File: src/hdl/mem_defs.svh
/*
 * Width, reset value and read latency macros for the SDP RAM
 */
`ifndef MEM_DEFS_SVH
`define MEM_DEFS_SVH

// ------------------------------
// Geometry
// ------------------------------

// Address width, gives 64 words
`define MEM_ADDR_WID 6

// Word width
`define MEM_DATA_WID 16

// ------------------------------
// Behaviour
// ------------------------------

// Written to every word by the init sequencer
`define MEM_RESET_VAL 16'h5a5a

// Accepted read request to read ack, in cycles
`define MEM_RD_LATENCY 2

`endif

File: src/hdl/mem_pkg.sv
/*
 * Shared types for the SDP RAM
 * Field types plus request and response structs for both ports
 */
package mem_pkg;

`include "mem_defs.svh"

    // ------------------------------
    // Field types
    // ------------------------------
    typedef logic [`MEM_ADDR_WID-1:0] mem_addr_t;
    typedef logic [`MEM_DATA_WID-1:0] mem_data_t;

    // ------------------------------
    // Write port
    // ------------------------------

    // Request, 23 bits
    typedef struct packed {
        logic      req;
        mem_addr_t addr;
        mem_data_t data;
    } mem_wr_req_t;

    // Response, ack pulses one cycle after an accepted write
    typedef struct packed {
        logic rdy;
        logic ack;
    } mem_wr_resp_t;

    // ------------------------------
    // Read port
    // ------------------------------

    // Request, 7 bits
    typedef struct packed {
        logic      req;
        mem_addr_t addr;
    } mem_rd_req_t;

    // Response, data only meaningful with ack
    typedef struct packed {
        logic      rdy;
        logic      ack;
        mem_data_t data;
    } mem_rd_resp_t;

endpackage : mem_pkg

File: src/hdl/mem_ram_core.sv
/*
 * Inferred SDP storage array with registered write ack
 * and a fixed-latency read-first read pipeline
 */
`timescale 1ns/1ps

`include "mem_defs.svh"

module mem_ram_core (
    input  logic                      mem_wr_if,
    input  logic                      rst,
    input  mem_pkg::mem_wr_req_t      wr,
    output logic                      wr_ack,
    input  mem_pkg::mem_rd_req_t      rd,
    output logic                      rd_ack,
    output logic [`MEM_DATA_WID-1:0]  rd_data
);
    import mem_pkg::*;

    localparam int DEPTH = 2 ** `MEM_ADDR_WID;
    localparam int LAT   = `MEM_RD_LATENCY;

    // ------------------------------
    // Signals
    // ------------------------------
    mem_data_t      mem_array [DEPTH];
    mem_data_t      rd_pipe   [LAT];
    logic [LAT-1:0] rd_vld;

    // ------------------------------
    // Storage
    // ------------------------------

    // Read-first: the read samples the word before
    // a write in the same cycle lands
    always_ff @(posedge mem_wr_if) begin
        if (wr.req) begin
            mem_array[wr.addr] <= wr.data;
        end
        if (rd.req) begin
            rd_pipe[0] <= mem_array[rd.addr];
        end
    end

    // ------------------------------
    // Read data pipeline
    // ------------------------------

    // Later stages shift every cycle, data is qualified by rd_vld
    always_ff @(posedge mem_wr_if) begin
        for (int i = 1; i < LAT; i++) begin
            rd_pipe[i] <= rd_pipe[i-1];
        end
    end

    // ------------------------------
    // Ack and valid
    // ------------------------------
    always_ff @(posedge mem_wr_if) begin
        if (rst) begin
            wr_ack <= 1'b0;
            rd_vld <= '0;
        end else begin
            wr_ack <= wr.req;
            rd_vld <= {rd_vld[LAT-2:0], rd.req};
        end
    end

    // Last stage drives the port
    assign rd_ack  = rd_vld[LAT-1];
    assign rd_data = rd_pipe[LAT-1];

endmodule : mem_ram_core

File: src/hdl/mem_ram_sdp.sv
/*
 * SDP RAM top, init sequencer in front of the core write port
 * and read readiness gated by init completion
 */
`timescale 1ns/1ps

module mem_ram_sdp (
    input  logic                  mem_wr_if,
    input  logic                  rst,
    input  mem_pkg::mem_wr_req_t  wr_req,
    output mem_pkg::mem_wr_resp_t wr_resp,
    input  mem_pkg::mem_rd_req_t  rd_req,
    output mem_pkg::mem_rd_resp_t rd_resp
);
    import mem_pkg::*;

    // ------------------------------
    // Internal signals
    // ------------------------------
    mem_wr_req_t core_wr;
    logic        core_wr_ack;
    mem_rd_req_t core_rd;
    logic        core_rd_ack;
    mem_data_t   core_rd_data;
    logic        init_done;

    // ------------------------------
    // Init sequencer
    // ------------------------------
    mem_reset_fsm init_i (
        .mem_wr_if ( mem_wr_if   ),
        .rst       ( rst         ),
        .wr_in     ( wr_req      ),
        .core_ack  ( core_wr_ack ),
        .wr_out    ( core_wr     ),
        .wr_resp   ( wr_resp     ),
        .init_done ( init_done   )
    );

    // ------------------------------
    // Read request gating
    // ------------------------------

    // Reads are only accepted once init is done, so the core
    // never sees a request the user has to repeat
    always_comb begin
        core_rd.req  = rd_req.req && init_done;
        core_rd.addr = rd_req.addr;
    end

    // ------------------------------
    // Storage core
    // ------------------------------
    mem_ram_core core_i (
        .mem_wr_if ( mem_wr_if    ),
        .rst       ( rst          ),
        .wr        ( core_wr      ),
        .wr_ack    ( core_wr_ack  ),
        .rd        ( core_rd      ),
        .rd_ack    ( core_rd_ack  ),
        .rd_data   ( core_rd_data )
    );

    // ------------------------------
    // Read response
    // ------------------------------

    // Same clock on both ports, ready needs no synchronizer
    always_comb begin
        rd_resp.rdy  = init_done;
        rd_resp.ack  = core_rd_ack;
        rd_resp.data = core_rd_data;
    end

endmodule : mem_ram_sdp

File: src/hdl/mem_reset_fsm.sv
/*
 * Init sequencer, clears every word after reset
 * and then forwards user writes to the RAM core
 */
`timescale 1ns/1ps

`include "mem_defs.svh"

module mem_reset_fsm (
    input  logic                  mem_wr_if,
    input  logic                  rst,
    input  mem_pkg::mem_wr_req_t  wr_in,
    input  logic                  core_ack,
    output mem_pkg::mem_wr_req_t  wr_out,
    output mem_pkg::mem_wr_resp_t wr_resp,
    output logic                  init_done
);
    import mem_pkg::*;

    localparam int DEPTH = 2 ** `MEM_ADDR_WID;

    // ------------------------------
    // State
    // ------------------------------
    typedef enum logic {
        ST_CLEAR = 1'b0,
        ST_DONE  = 1'b1
    } state_t;

    state_t    state;
    state_t    state_nxt;
    mem_addr_t clr_addr;
    logic      clr_arm;
    logic      clr_last;
    logic      user_wr_q;

    assign init_done = (state == ST_DONE);
    assign clr_last  = (clr_addr == mem_addr_t'(DEPTH - 1));

    always_comb begin
        state_nxt = state;
        case (state)
            ST_CLEAR: begin
                if (clr_arm && clr_last) begin
                    state_nxt = ST_DONE;
                end
            end
            ST_DONE: begin
                // Held until the next reset
                state_nxt = ST_DONE;
            end
            default: begin
                state_nxt = ST_CLEAR;
            end
        endcase
    end

    // clr_arm rises at the first edge with rst low,
    // clear writes start in the cycle after it
    always_ff @(posedge mem_wr_if) begin
        if (rst) begin
            state     <= ST_CLEAR;
            clr_addr  <= '0;
            clr_arm   <= 1'b0;
            user_wr_q <= 1'b0;
        end else begin
            state     <= state_nxt;
            clr_arm   <= 1'b1;
            user_wr_q <= wr_in.req && init_done;
            if (clr_arm && (state == ST_CLEAR)) begin
                clr_addr <= clr_addr + 1'b1;
            end
        end
    end

    // ------------------------------
    // Write path mux
    // ------------------------------

    // User request is blocked until init is complete
    always_comb begin
        wr_out.req  = (wr_in.req && init_done) || (clr_arm && !init_done);
        wr_out.addr = init_done ? wr_in.addr : clr_addr;
        wr_out.data = init_done ? wr_in.data : mem_data_t'(`MEM_RESET_VAL);
    end

    // Core ack also fires for clear writes, so mask it
    // with the registered user write flag
    always_comb begin
        wr_resp.rdy = init_done;
        wr_resp.ack = core_ack && user_wr_q;
    end

endmodule : mem_reset_fsm

File: config.mk
export PLATFORM = sky130hd
export DESIGN_NAME = mem_ram_sdp
export DESIGN_NICKNAME = d
export VERILOG_FILES = /design/src/hdl/mem_pkg.sv /design/src/hdl/mem_ram_core.sv /design/src/hdl/mem_ram_sdp.sv /design/src/hdl/mem_reset_fsm.sv
export VERILOG_INCLUDE_DIRS = /design/src /design/src/hdl
export SDC_FILE = /design/constraint.sdc
export NUM_CORES = 1
export LEC_CHECK = 0
export BUFFER_PORTS_ARGS = -buffer_cell sky130_fd_sc_hd__buf_2
export CAP_MARGIN = 20
export CORE_ASPECT_RATIO = 1.75
export CORE_MARGIN = 5
export CORE_UTILIZATION = 50
export CTS_CLUSTER_SIZE = 25
export DETAILED_ROUTE_END_ITERATION = 7
export HOLD_SLACK_MARGIN = 0.1
export PLACE_DENSITY_LB_ADDON = 0.25
export SLEW_MARGIN = 25
export SYNTH_ARGS = -nofsm -noshare
export SYNTH_HDL_FRONTEND = slang
export SYNTH_HIERARCHICAL = 1
export SYNTH_SLANG_ARGS = --single-unit
File: constraint.sdc
create_clock -name mem_wr_if -period 7.1 [get_ports mem_wr_if]
set_clock_uncertainty 0.05 [all_clocks]
set_input_delay 0.355 -clock mem_wr_if [delete_from_list [all_inputs] [get_ports mem_wr_if]]
set_output_delay 0.355 -clock mem_wr_if [all_outputs]
set_load 0.02 [all_outputs]
==> results by group <==
Drt
  – DRT Pass-1 Iters: 5
  – Vias: about 20,000
  – Final WL: 99.0 mm
  – Vias per inst: 6.15
  – Routed Antenna Nets: 0
  – Remaining DRCs: 0
  – Detailed router's first-iteration violation count: 1,861
  – Drt wl/cell: 31.0 um

Floorplanning
  – Site Rows: 140
  – Die ar.: 89,300 um^2
  – Die H: 392 um
  – Core region area: 82,900 um^2
  – Top-level I/O count: 52
  – Initial Util: 50.2%
  – Die X: 228 um

Yosys
  – Synthesized instance count: 1,951
  – Yosys Warn Count: 6
  – Seq/Total Area, Yosys: 76.4%
  – Synth unique cells: 45
  – Synth Area in Compound Gates: between 3 and 4%
  – Post-synthesis xor/xnor area fraction: less than 1%
  – Mux cell area share after synthesis: 15.2%
  – Post-Synth Adder-Cell Area: 0.0301%
  – Net count after synthesis: 1,984
  – Largest family of logic cells by synthesized area: multiplexers
  – Synthesis-stage register bit count: 1,068
  – Synth Area in Simple Gates: 2.72%
  – Post-Syn Area: 41,600 um^2
  – Ys flop type: edfxtp_1
  – Syn avg cell area: 21.3 um^2
  – Post-synth EDFFs: 1,040
  – Async SR Flop Fraction: 0%

Power and ir drop
  – Worst vdd ir: 0.161 mV
  – Leak Pwr: 15.6 nW
  – Power per cell area: 267 nW/um^2
  – Total chip power: roughly 12 mW

Finish
  – Reg area: about 32,000 um^2
  – Layout cells sized above 1: between 20% and 30%
  – Nets@finish: 2,097
  – Fillcell total: 6,096
  – Multi-input logic area: just under 9000 um^2
  – Area Growth Syn to Fin: 10.6%

Timing
  – Post-route minimum period: 3330 ps
  – RSZ-0062 raised after global routing: no
  – Final Hold Viols: 0
  – Least-Margin Pin Slew: 1110 ps
  – Final setup fails: 0
  – Fin. max-slew vios: 0
  – Achievable clock frequency: 300 MHz
  – Relative max-transition margin: 25.6%
  – Setup tns final: 0 ps
  – Final period util: between 40% and 50%

GRT
  – Initial antenna violation count: 4
  – Vias in the first global route: between 20,000 and 25,000
  – Largest net degree at the start of global routing: 121
  – First-pass GRT wire length: 144 mm
  – Grt ovf: 0
  – Total GRT Usage: 22.3%

Run status
  – Outcome: finished, final reports clean

Critical path
  – CP required: ~7400 ps
  – Worst Path Arrival: 3640 ps
  – Slowest CP cell: nor2_1
  – CP Max Fanout: 30
  – Path type of the worst setup path: flip-flop to flip-flop
  – Crit path capture type: flip-flop
  – Crit-path max cell delay: between 700 and 800 ps
  – Startpoint types: flip-flop
  – Critical-path cell list: mux2_2, nor2b_1, nand2_1, nor2_1, buf_4

Clock network
  – CTS tree: yes
  – Clk_lat worst skew: 670 ps
  – Total CTS buffers: 91
  – H-tree levels: 3
  – Post-CTS Resized: 0
  – CTS Sinks: 1,068
  – Clock Pin Slew Worst Setup and Hold Paths: 70 ps
  – CTS Buffer Depth: 3
  – Clock root cell: clkbuf_16

Placement
  – Number of port buffers: 51
  – Gpl congestion: 0.837
  – Dpl hpwl: 58.6 mm

Run
  – Max Cap Viol: 0

Hold path
  – Worst hold-check path type: flip-flop to flip-flop
## metrics by stage
stage	worst slack, ps	util (%)	instances	instance area [um^2]	hold WS [ps]
floorplan	4030	-	1951	41600	273
detailed placement	2890	51.9	3033	43000	289
global route	3540	55.5	3195	46000	308
CTS	3410	55.5	3195	46000	268
finish	3770	55.5	3196	46000	299
global placement	2930	51.9	3033	43000	281
## layout by cell type (no fill, tap or decap), types with 24 or more instances in the layout
| cell | count |
|---|---|
| edfxtp_1 | 1040 |
| mux4_2 | 152 |
| buf_2 | 48 |
| mux2_2 | 27 |
| mux4_1 | 50 |
| nor2_1 | 105 |
| mux2i_1 | 125 |
| a22oi_1 | 53 |
| buf_4 | 94 |
| nor2b_1 | 24 |
| dfxtp_1 | 27 |
| clkbuf_16 | 93 |
| a221oi_1 | 32 |
| nand2_1 | 27 |
## timing repair
action,4_1_cts,5_1_grt
hold endpoints to repair,12,0
buffers inserted,0,0
hold buffers,3,0
setup endpoints to repair,0,0
## cells in the mapped netlist, types with 2 or more instances
master    number  area share (%)
dfxtp_1       28             1.3
nand4_1        4           0.060
a221oi_1      32            0.67
nor2b_1       28            0.42
buf_4         30            0.54
a221oi_2      12            0.43
mux2i_1      125             3.0
a21oi_1       21            0.25
inv_1          2           0.018
nor2_1       106            0.96
edfxtp_1    1040              75
nor4_1         5           0.075
or3b_2         2           0.042
buf_1          4           0.036
buf_6         20            0.54
a22oi_1       53            0.96
mux2_1         3           0.081
clkbuf_1      35            0.32
a211oi_1      11            0.20
a311oi_1       5            0.11
mux4_2       152             8.2
mux4_1        50             3.2
buf_2         26            0.31
a211oi_2      11            0.33
and3_1        18            0.27
buf_12        10            0.48
nand2b_1       9            0.14
nand2_1       27            0.24
buf_8          2           0.072
nand3_1       15            0.18
and2_1        12            0.18
nand3b_1       4           0.072
o221ai_1      11            0.23
mux2_2        27            0.73
## path summary, 6_finish.rpt
check	end	from	slack, ps	cells after the start
worst max register to register	core_i/mem_array[12][1]	init_i/init_done	3770	5
worst max-delay path	core_i/mem_array[12][1]	init_i/init_done	3770	5
worst min register to register	core_i/rd_pipe[0][18]	core_i/rd_pipe[0][2]	300	0
worst min-delay path	core_i/rd_pipe[0][18]	core_i/rd_pipe[0][2]	300	0
## report_power, final
| group | internal (mW) | leakage [nW] | switching (mW) |
|---|---|---|---|
| sequential | 6.82 | 10.2 | 0.00447 |
| combinational | 0.191 | 3.92 | 0.290 |
| clock | 2.83 | 1.44 | 2.17 |
## flip-flops by register name, indices dropped and copies added, names as in the netlist
| register | flops |
|---|---|
| init_i/clr_addr | 6 |
| init_i/init_done | 1 |
| core_i/rd_vld | 2 |
| init_i/clr_arm | 1 |
| core_i/mem_array | 1024 |
| core_i/rd_pipe | 32 |
| init_i/user_wr_q | 1 |
| core_i/wr_ack | 1 |
## per-layer routing
metal	track usage, %	wire, um
met1	27.2	35800
met2	39.7	53000
met3	3.15	5440
met4	10.1	4740
met5	0	0
## critical path, delay by kind of cell (launching register included)
family	cells	cell delay (ps)
multiplexers	1	470
AND/OR/NAND/NOR	3	1440
flip-flops	1	710
buffers and inverters	1	340
## layout make-up
class                      instances  area share [%]
timing repair buffer             149            2.27
sequential                      1068            69.1
clock buffer                     102            5.13
multi-input combinational        752            19.3
tap                             1065            2.90
antenna                            1         0.00544
clock inverter                    57            1.30
inverter                           2          0.0163
## logic make-up after synthesis
| kind of cell | after synthesis |
|---|---|
| buf+inv | 131 |
| flops | 1068 |
| xor+xnor | 2 |
| simple gates | 234 |
| compound gates | 158 |
| fa+ha+maj | 1 |
| mux | 357 |
Power figures use the tool's default switching activity.
